$ cat config.mk
export PLATFORM = sky130hd
export DESIGN_NAME = host_handshake
export DESIGN_NICKNAME = d
export VERILOG_FILES = /design/src/mesh_cfg_pkg.sv /design/src/alu_op_pkg.sv /design/src/host_handshake.sv
export SDC_FILE = /design/constraint.sdc
export NUM_CORES = 1
export LEC_CHECK = 0
export BUFFER_PORTS_ARGS = -buffer_cell sky130_fd_sc_hd__buf_2
export CAP_MARGIN = 20
export CORE_UTILIZATION = 40
export DETAILED_ROUTE_END_ITERATION = 7
export GPL_TIMING_DRIVEN = 0
export PLACE_DENSITY = 0.76
export SYNTH_ARGS = -nofsm -noshare
export SYNTH_HDL_FRONTEND = slang
export SYNTH_SLANG_ARGS = --single-unit
$ cat constraint.sdc
create_clock -name clk -period 1.6 [get_ports clk]
set_input_delay 0.32 -clock clk [delete_from_list [all_inputs] [get_ports clk]]
set_output_delay 0.32 -clock clk [all_outputs]
set_load 0.05 [all_outputs]
$ cat src/mesh_cfg_pkg.sv
/*
 * mesh geometry, datapath widths and hop directions for the
 * 3x3 calculator mesh, tile index is y * MESH_DIM + x
 */
package mesh_cfg_pkg;

    // --------------------------------------------------
    // datapath and geometry
    // --------------------------------------------------
    localparam int DATA_W    = 64;
    localparam int MESH_DIM  = 3;
    localparam int NUM_TILES = MESH_DIM * MESH_DIM;

    // enough for coordinates 0 to MESH_DIM-1
    localparam int COORD_W   = 2;

    // --------------------------------------------------
    // hop direction of a flit leaving a tile
    // --------------------------------------------------
    typedef enum logic [2:0] {
        DIR_NONE  = 3'd0,
        DIR_NORTH = 3'd1,
        DIR_EAST  = 3'd2,
        DIR_SOUTH = 3'd3,
        DIR_WEST  = 3'd4,
        // response delivered to the host at the origin
        DIR_HOST  = 3'd5
    } dir_e;

endpackage

$ cat src/alu_op_pkg.sv
/*
 * calculator operations: opcode encoding, mode decoding limits
 * and the host handshake states
 */
package alu_op_pkg;

    localparam int OP_W      = 4;
    // only the low bits of b count as shift amount
    localparam int SHIFT_W   = 6;
    // modes 0 to 8 map onto the nine tiles
    localparam int NUM_MODES = 9;

    // --------------------------------------------------
    // opcodes, equal to the mode that selects them
    // --------------------------------------------------
    typedef enum logic [OP_W-1:0] {
        OP_ADD      = 4'd0,
        OP_SUB      = 4'd1,
        OP_MUL      = 4'd2,
        // division is not built, result is zero
        OP_DIV_NONE = 4'd3,
        OP_AND      = 4'd4,
        OP_OR       = 4'd5,
        OP_XOR      = 4'd6,
        OP_SHL      = 4'd7,
        OP_SHR      = 4'd8,
        OP_NONE     = 4'd15
    } alu_op_e;

    // four-phase req/ack FSM
    typedef enum logic [1:0] {
        HS_IDLE,
        HS_INJECT,
        HS_WAIT,
        HS_ACK
    } hs_state_e;

endpackage

$ cat src/host_handshake.sv
/*
 * host side four-phase req/ack FSM, pulses inject for each new
 * request and holds the returned result until the next ack
 */
module host_handshake (
    input  logic                            clk,
    input  logic                            rst_n,
    input  logic                            req,
    input  logic                            resp_valid,
    input  logic [mesh_cfg_pkg::DATA_W-1:0] resp_data,
    output logic                            ack,
    output logic [mesh_cfg_pkg::DATA_W-1:0] result,
    output logic                            inject
);
    import alu_op_pkg::*;

    hs_state_e state;
    hs_state_e state_nxt;

    // --------------------------------------------------
    // next state
    // --------------------------------------------------
    always_comb begin
        state_nxt = state;
        case (state)
            HS_IDLE: begin
                if (req)
                    state_nxt = HS_INJECT;
            end
            HS_INJECT: state_nxt = HS_WAIT;
            HS_WAIT: begin
                // packet is in the mesh
                if (resp_valid)
                    state_nxt = HS_ACK;
            end
            HS_ACK: begin
                // hold ack until the host releases req
                if (!req)
                    state_nxt = HS_IDLE;
            end
            default: state_nxt = HS_IDLE;
        endcase
    end

    always_ff @(posedge clk or negedge rst_n) begin
        if (!rst_n) begin
            state  <= HS_IDLE;
            result <= '0;
        end else begin
            state <= state_nxt;
            if (state == HS_WAIT && resp_valid)
                result <= resp_data;
        end
    end

    assign inject = (state == HS_INJECT);
    assign ack    = (state == HS_ACK);

endmodule

* Yosys cells after proc, flatten, opt, wreduce, memory -nomap -nowiden
Index checks and enable logic that the tools add are counted.
** Word-level totals
- Bits in writable memories :: 0
- Latch bits :: 0
- Register bits :: 66
- Bits of input ports :: 68
- Word-level logic and storage cells :: 15
- Output and inout bits :: 66
- Memories :: 0
- Bits in read-only memories :: 0
** Cells by class
- Muxes and demuxes :: 4
- Shift operators :: 0
- Multiply operators :: 0
- Bitwise operators :: 0
- Reduce and logical (&&, ||, !) cells :: 3
- Equality and inequality tests :: 6
- Div/mod/pow operators :: 0
- Order comparisons :: 0
- $add $sub $neg :: 0
** Operator list (number)
- 2-bit case mux with 4 select lines :: 1
- 2-bit 2-to-1 mux :: 3
- 2-bit != test, second input constant :: 3
- 2-bit == test, second input constant :: 2
- 3-bit AND reduction :: 1
- 2-bit by 1-bit == test with 1-bit output, second input constant :: 1
- 2-bit zero test :: 1
- 1-bit logical AND :: 1

* Depth between registers and ports, before layout
Gate-level depths: netlist of the first run.
- Depth in word-level cells :: 3
- Gate-level depth with buffers :: 5
- Depth with buffers taken out :: 5

* Worst setup path after synthesis of the first run
No wires, ideal clock.
- Path type :: register to register
- Start point :: register state[0]
- End point :: register state[1]
- Setup slack :: 52 ps
- Setup time :: 125 ps
- Data arrival time :: 1422 ps
- Stages on the path, launching flop included :: 5
- Cell sequence :: dfrtp_1 -> ha_1 -> nand2_1 -> o221a_2 -> mux2_4
** Between the ends
- Longest elaborated chain between the ends :: 3
- Elaborated cells between the ends (all ways) :: 9
** RTL lines
- start: declaration :: line host_handshake.sv:17 : hs_state_e state;
- start signal: assignment :: line host_handshake.sv:50 : state <= state_nxt;
- 2-bit == test *
- net ack :: line host_handshake.sv:11 : output logic ack,
- 2-bit != test (no source line)
- 3-bit AND reduction (no source line)
The timed path passes the listed nets; every way through them passes the cells marked *.
A chain may end at the register's enable or synchronous reset.

* Final worst setup path of the first run
- Start point :: register state[0]
- End point :: register state[1]
** Between the ends
- Longest elaborated chain between the ends :: 3
- Elaborated cells between the ends (all ways) :: 9
** RTL lines
- 2-bit == test or 2-bit zero test (tied branches) :: line host_handshake.sv:25 : case (state)
- 2-bit != test (no source line)
- 3-bit AND reduction (no source line)
Several ways; a longest one is shown, not always the timed one.

==> results of run 1 <==
==> timing repair <==
item | in CTS | in global routing
endpoints found under the hold margin | 0 | 0
resized for setup | 0 | 3
endpoints found under the setup margin | 0 | 61
buffers inserted | 0 | 2
==> synthesized netlist by cell type (all sizes together) <==
master   number
a2bb2oi       1
buf           6
dfrtp        66
ha            4
inv           4
mux2         65
nand2         2
nor2          1
o221a         1
==> how the worst max path moves through the flow <==
stage / end / from / depth (start not counted) / slack [ns]
3_5_place_dp: result[8]$_DFFE_PN0P_ / state[0]$_DFFE_PN0P_ / 5 / 0.03
5_1_grt: state[1]$_DFFE_PN0P_ / state[0]$_DFFE_PN0P_ / 5 / 0.001
4_1_cts: result[8]$_DFFE_PN0P_ / state[0]$_DFFE_PN0P_ / 5 / 0.01
2_1_floorplan: state[1]$_DFFE_PN0P_ / state[0]$_DFFE_PN0P_ / 4 / 0.05
3_3_place_gp: result[6]$_DFFE_PN0P_ / rst_n / 1 / -0.05
6_report: state[1]$_DFFE_PN0P_ / state[0]$_DFFE_PN0P_ / 5 / 0.06
==> state kept, by name (all words and copies together) (netlist names) <==
| name | cells |
|---|---|
| result | 64 |
| state | 2 |
==> per-stage QoR <==
stage	utilization, %	hold WS, ns	instance area [µm²]
CTS	58.8	0.0990	3560
finish	59.2	0.0825	3590
detailed placement	54.8	0.468	3320
floorplan	-	0.0244	2560
global route	59.2	0.133	3590
global placement	54.7	0.474	3320
==> final cells by class <==
class | instances | area share, %
Buffer | 6 | 1.88
Clock buffer | 9 | 3.45
Clock inverter | 7 | 3.28
Inverter | 4 | 0.418
Multi-Input combinational cell | 75 | 23.2
Sequential cell | 66 | 46.0
Tap cell | 75 | 2.62
Timing Repair Buffer | 135 | 19.1
==> critical path: stages (launching register included) <==
cell,delay (ns)
dfrtp_1,0.42
inv_1,0.10
ha_2,0.24
inv_1,0.05
o221a_2,0.30
mux2_4,0.30
==> kinds of logic after synthesis <==
| logic type | share of synthesized area, % |
|---|---|
| and+or+nand+nor | 0.733 |
| DFF | 64.5 |
| AOI/OAI and AO/OA | 0.782 |
| buffers and inverters | 3.23 |
| muxes | 28.8 |
| adders and majority gates | 1.96 |
==> layer usage <==
metal / wire length (µm) / track usage [%] / vias up
met1: 2070 / 17.6 / 835
met5: 0 / 0 / -
met3: 375 / 5.67 / 8
met2: 2650 / 27.4 / 84
li1: - / - / 819
met4: 74 / 9.47 / 0
==> impl_metrics.ini, run 1 <==
[status]
outcome = finished clean

[logic_synthesis]
yosysTopAreaCell = dfrtp_1
ys_types = 12
syn_area_per_cell_um2 = 17.1
synth_area_um2 = 2560
synth_seq_cells = 66
ys.warnings.count = 0
syn_nets = 222
synthCells = 150
ys_seq_area_share_pct = 64.5
synth_top_area_share_pct = 64.5
synth_area_leaders = dfrtp_1 65%, mux2_2 26%, buf_6 2.6%

[routing]
drc = 0
ant_nets = 0
viasPerCell = 4.63
num_vias = 1746
post_drt_wl_per_cell_um = 13.7
drt_iter0_drc = 24
dr.pass1.iters = 3
wirelength_um = 5170

[critical_path]
rr_startpoint = state[0]$_DFFE_PN0P_
r2r-end = state[1]$_DFFE_PN0P_
crit_type = flop to flop
path_max_fanout = 4
rrSetupSlack_ns = 0.06
cp.arrival_ns = 1.75
cp-end-kind = flop
reg2reg_depth = 5
critPathLaunchType = flop
cp_data_required_time_ns = 1.82

[run]
maxCapViolCount = 0

[final_layout]
drive_gt1_share_pct = 73.2
fin_nets = 369
stdcell_count = 377
nFillCells = 485
final_cell_mix = 131 x buf_2, 66 x dfrtp_1, 59 x mux2_2
regArea_um2 = 1650
multi_input_area_um2 = 833
num_antenna_cells = 0
final_common_cell = buf_2
area_growth_syn_to_layout_pct = 40.2

[clock_tree]
clockBufferDepth = 2
clockRootBuffer = clkbuf_8
cts.sinks = 66
cts_inserted_buffers = 9
clk_latency_ns = 0.33
clk_pin_slew_worst_paths_ns = 0.07
htree_num_levels = 3
cts_tree = done
cts_hold_buffers = 0

[global_route]
grt_pass1_vias = 1788
grt_start_max_net_pins = 67
antenna_found_initial = 0
grt_use_total_pct = 16.3
grt_pass1_wl_um = 7810
grt-ovfl-total = 0

[floorplanning]
pin_count = 134
core_area_um2 = 6060
num_rows = 28
initial_core_util_pct = 42.2
die_h_um = 82.0
die_x_um = 82.0
die_area_um2 = 6720

[placed_design]
dp.final_hpwl_um = 3780
place_congestion = 0.778
post-place-cells = 358
dp_slack_ns = 0.0253
portBuffers = 133

[timing]
finalCritPeriodShare_pct = 96.1
worstMarginPinSlew_ns = 0.808
drv_slew = 0
worst_slack_ns = 0.0629
finalCriticalPeriod_ns = 1.54
slew_headroom_pct = 46.1
setup_tns_ns = 0
max_freq_mhz = 651
final_hold_viol_count = 0
setup_viol = 0
rsz0062_at_grt = no
fin_skew_ns = 0.00686

[hold_path]
holdCritPathClass = input pin to asynchronous set/reset pin
Power of run 1 is left out: the tool's default activity adds up to more than one toggle a clock period on the data nets, which glitch-free logic cannot reach.
==> inputs of run 2 (changes only) <==
--- a/config.mk
+++ b/config.mk
@@ -7,10 +7,10 @@
 export LEC_CHECK = 0
 export BUFFER_PORTS_ARGS = -buffer_cell sky130_fd_sc_hd__buf_2
 export CAP_MARGIN = 20
-export CORE_UTILIZATION = 40
+export CORE_UTILIZATION = 30
 export DETAILED_ROUTE_END_ITERATION = 7
 export GPL_TIMING_DRIVEN = 0
-export PLACE_DENSITY = 0.76
+export PLACE_DENSITY = 0.61
 export SYNTH_ARGS = -nofsm -noshare
 export SYNTH_HDL_FRONTEND = slang
 export SYNTH_SLANG_ARGS = --single-unit
==> constraint.sdc (replaced) <==
create_clock -name clk -period 1.91 [get_ports clk]
set_input_delay 0.382 -clock clk [delete_from_list [all_inputs] [get_ports clk]]
set_output_delay 0.382 -clock clk [all_outputs]
set_load 0.05 [all_outputs]
==> run 2 against run 1 <==
Worst setup slack better by 0.26 ns. Utilization is 16 points lower. Die area is 32% higher. Clock skew rose by 0.0012 ns. Flip-flop and latch count is the same. Clock-buffer cell count up 2. Non-clock buffer count decreased by 2. Largest cell class unchanged.
==> impl_metrics.ini, run 2 (same netlist as run 1, synthesis figures left out) <==
[critical_path]
cp.arrival_ns = 1.21
path_buf_inv = 2
critPathLaunchType = flop
cpMaxStageDelayCell = dfrtp_1
cp_data_required_time_ns = 1.53
max_stage_delay_ns = 0.41
crit_chain = inv_1, ha_1, buf_2
path_max_fanout = 4
crit_type = flop to output pin
cp-end-kind = output pin
crit_family = flip-flops

[timing]
setup_tns_ns = 0
worst_slack_ns = 0.318
drv_slew = 0
final_hold_viol_count = 0
finalCritPeriodShare_pct = 83.3
max_freq_mhz = 628
setup_viol = 0
worstMarginPinSlew_ns = 0.811
rsz0062_at_grt = no
fin_skew_ns = 0.00802
finalCriticalPeriod_ns = 1.59
slew_headroom_pct = 45.9

[clock_tree]
cts_hold_buffers = 0
htree_num_levels = 3
clk_pin_slew_worst_paths_ns = 0.07
cts.sinks = 66
clockRootBuffer = clkbuf_8
cts_tree = done
postCtsSetupRepairBufs = 0
cts_inserted_buffers = 9
clk_latency_ns = 0.32
clockBufferDepth = 2
postCtsResizedCells = 0

[routing]
viasPerCell = 4.31
num_vias = 1732
post_drt_wl_per_cell_um = 12.6
drt_iter0_drc = 38
ant_nets = 0
drc = 0
dr.pass1.iters = 4
wirelength_um = 5050

[floorplanning]
num_rows = 33
core_area_um2 = 8220
die_area_um2 = 8900
die_h_um = 94.4
die_x_um = 94.4
initial_core_util_pct = 31.1
pin_count = 134

[placed_design]
post-place-cells = 388
placed_area_um2 = 3360
portBuffers = 133
dp_slack_ns = 0.327
place_congestion = 0.630
dp.final_hpwl_um = 3720

[global_route]
grt_use_total_pct = 11.4
grt_start_max_net_pins = 67
antenna_found_initial = 0
grt_pass1_vias = 1700
grt_pass1_wl_um = 7630
grt-ovfl-total = 0

[final_layout]
final_cell_area_um2 = 3520
stdcell_count = 402
reg_top3 = result (64), state (2)
num_antenna_cells = 0
top_register = result
drive_gt1_share_pct = 72.1
largest_reg_flops = 64
nFillCells = 797
final_cell_mix = 132 x buf_2, 66 x dfrtp_1, 59 x mux2_2
area_growth_syn_to_layout_pct = 37.5
final_common_cell = buf_2
fin_nets = 366

[status]
outcome = finished clean

[hold_path]
holdCritPathClass = input pin to asynchronous set/reset pin

[run]
maxCapViolCount = 0
run 2: changes by cell type in the layout (fill, tap and decap cells not counted), sizes merged:
cell and change:
bufinv -3, clkinv +1, clkinvlp -2, clkbuf +2, buf -2, nand2 -1
run 2: worst paths after layout:
| path | slack [ns] | cells past startpoint | from | endpoint |
|---|---|---|---|---|
| setup / recovery | 0.32 | 3 | state[1]$_DFFE_PN0P_ | inject |
| hold / removal | 0.15 | 1 | rst_n | result[4]$_DFFE_PN0P_ |
| setup reg to reg | 0.34 | 5 | state[0]$_DFFE_PN0P_ | result[2]$_DFFE_PN0P_ |
| hold reg to reg | 0.49 | 1 | result[58]$_DFFE_PN0P_ | result[58]$_DFFE_PN0P_ |
| max in group asynchronous | 1.23 | 1 | rst_n | result[42]$_DFFE_PN0P_ |
| min in group clk | 0.27 | 2 | resp_data[22] | result[22]$_DFFE_PN0P_ |
run 2: area by class of cell:
class / count / area [µm²] / area share, %
inverter: 4 / 15.0 / 0.427
clock inverter: 3 / 17.5 / 0.498
sequential: 66 / 1650 / 47.0
tap: 105 / 131 / 3.74
buffer: 6 / 67.6 / 1.92
timing repair buffer: 133 / 668 / 19.0
clock buffer: 11 / 141 / 4.02
multi-input combinational: 74 / 825 / 23.4
run 2: metal layers:
metal / up-vias / GRT usage [%] / routed length (µm) / part of all wire (%)
li1: 808 / - / - / -
met1: 837 / 12.8 / 2040 / 40
met2: 79 / 19.1 / 2520 / 50
met3: 8 / 5.23 / 433 / 8.6
met4: 0 / 4.23 / 58 / 1.1
met5: - / 0 / 0 / 0
run 2: per-stage QoR:
stage	hold WS (ns)	utilization, %
6_report	0.149	42.8
5_1_grt	0.212	42.8
4_1_cts	0.171	42.8
3_5_place_dp	0.479	40.9
3_3_place_gp	0.470	40.8
2_1_floorplan	0.0864	-
Power of run 2 is left out for the same reason.
==> inputs of run 3 (changes only) <==
==> constraint.sdc (replaced) <==
create_clock -name clk -period 1.6 [get_ports clk]
set_input_delay 0.32 -clock clk [delete_from_list [all_inputs] [get_ports clk]]
set_output_delay 0.32 -clock clk [all_outputs]
set_load 0.05 [all_outputs]
==> run 3 against run 2 <==
Final cell count increased by 0.75%. Flip-flop and latch count is the same. Non-clock buffer count up 2. Sequential share of layout area fell by 0.35 points. Critical endpoint is now state[1]$_DFFE_PN0P_. Wire length grew 3.3%. Worst hold slack worse by 0.062 ns.
==> impl_metrics.ini, run 3 (same netlist as run 1, synthesis figures left out) <==
[final_layout]
top_register = result
final_cell_mix = 131 x buf_2, 66 x dfrtp_1, 59 x mux2_2
fin_nets = 369
largest_reg_flops = 64
num_antenna_cells = 0
final_common_cell = buf_2
nFillCells = 798
drive_gt1_share_pct = 72.7
reg_top3 = result (64), state (2)
area_growth_syn_to_layout_pct = 38.5

[routing]
viasPerCell = 4.31
post_drt_wl_per_cell_um = 12.9
ant_nets = 0
dr.pass1.iters = 2
num_vias = 1746
drc = 0
drt_iter0_drc = 26
wirelength_um = 5220

[critical_path]
path_max_fanout = 4
rr_startpoint = state[0]$_DFFE_PN0P_
critPathLaunchType = flop
cp.arrival_ns = 1.75
crit_type = flop to flop
startpoint = state[0]$_DFFE_PN0P_
cp_data_required_time_ns = 1.81
cp-end-kind = flop

[floorplanning]
die_x_um = 94.4
die_h_um = 94.4
initial_core_util_pct = 31.1
pin_count = 134
core_area_um2 = 8220
die_area_um2 = 8900
num_rows = 33

[timing]
slew_headroom_pct = 45.9
finalCriticalPeriod_ns = 1.54
final_hold_viol_count = 0
finalCritPeriodShare_pct = 96.1
max_freq_mhz = 650
hold_ws_ns = 0.0869
fin_skew_ns = 0.00871
setup_viol = 0
rsz0062_at_grt = yes
drv_slew = 0
worstMarginPinSlew_ns = 0.811

[global_route]
use_met3_pct = 5.23
grt_pass1_vias = 1703
grt_start_max_net_pins = 67
grt_use_total_pct = 11.4
grt-ovfl-total = 0
grt_busiest_layer = met2
antenna_found_initial = 0
grt_pass1_wl_um = 7640
use_met2_pct = 19.1
grt_util_met1_pct = 12.7

[clock_tree]
cts.sinks = 66
clk_pin_slew_worst_paths_ns = 0.07
clockBufferDepth = 2
htree_num_levels = 3
clk_latency_ns = 0.32
cts_tree = done
clockRootBuffer = clkbuf_8
cts_inserted_buffers = 9

[placed_design]
dp.final_hpwl_um = 3720
portBuffers = 133
place_congestion = 0.630

[run]
maxCapViolCount = 0

[hold_path]
holdCritPathClass = input pin to asynchronous set/reset pin

[status]
outcome = finished clean
## run 3: final timing paths
path / end / slack (ns) / depth (start not counted)
max: state[1]$_DFFE_PN0P_ / 0.06 / 5
min: result[4]$_DFFE_PN0P_ / 0.09 / 1
max reg2reg: state[1]$_DFFE_PN0P_ / 0.06 / 5
min reg2reg: result[58]$_DFFE_PN0P_ / 0.49 / 1
max in group asynchronous: result[42]$_DFFE_PN0P_ / 0.98 / 1
min in group clk: result[22]$_DFFE_PN0P_ / 0.20 / 2
## run 3: layout make-up
class	instances	area [µm²]	area share [%]
well taps	105	131	3.71
multi-input cells	75	833	23.5
inverters	4	15.0	0.424
plain buffers	6	67.6	1.91
repair buffers	135	686	19.4
flip-flops and latches	66	1650	46.6
clock buffers	11	141	3.99
clock inverters	3	17.5	0.494
## run 3: through the flow
step	TNS [ns]	worst slack [ns]	utilization (%)	cell area [µm²]	instances
2_1_floorplan	0	0.0524	-	2560	150
3_3_place_gp	-6.76	-0.106	40.8	3360	388
3_5_place_dp	0	0.0174	40.9	3360	388
4_1_cts	0	0.00280	42.9	3520	403
5_1_grt	-0.00348	-0.00348	43.1	3540	405
6_report	0	0.0618	43.1	3540	405
## run 3: metal layers
layer / wire, µm / vias to the layer above
li1: - / 815
met1: 2170 / 845
met2: 2560 / 79
met3: 435 / 7
met4: 57 / 0
met5: 0 / -
## run 3: worst max-delay path, stage by stage (launching register included)
cell and delay [ns]:
dfrtp_1 0.41, inv_1 0.10, ha_2 0.26, inv_1 0.06, o221a_2 0.30, mux2_4 0.30
## run 3: repair_timing
item,CTS,global route
hold buffers,0,0
buffers inserted,1,1
resized for setup,0,2
setup endpoints to repair,1,62
hold endpoints to repair,0,0
cloned,0,1
pin swaps,1,1
Power of run 3 is left out for the same reason.
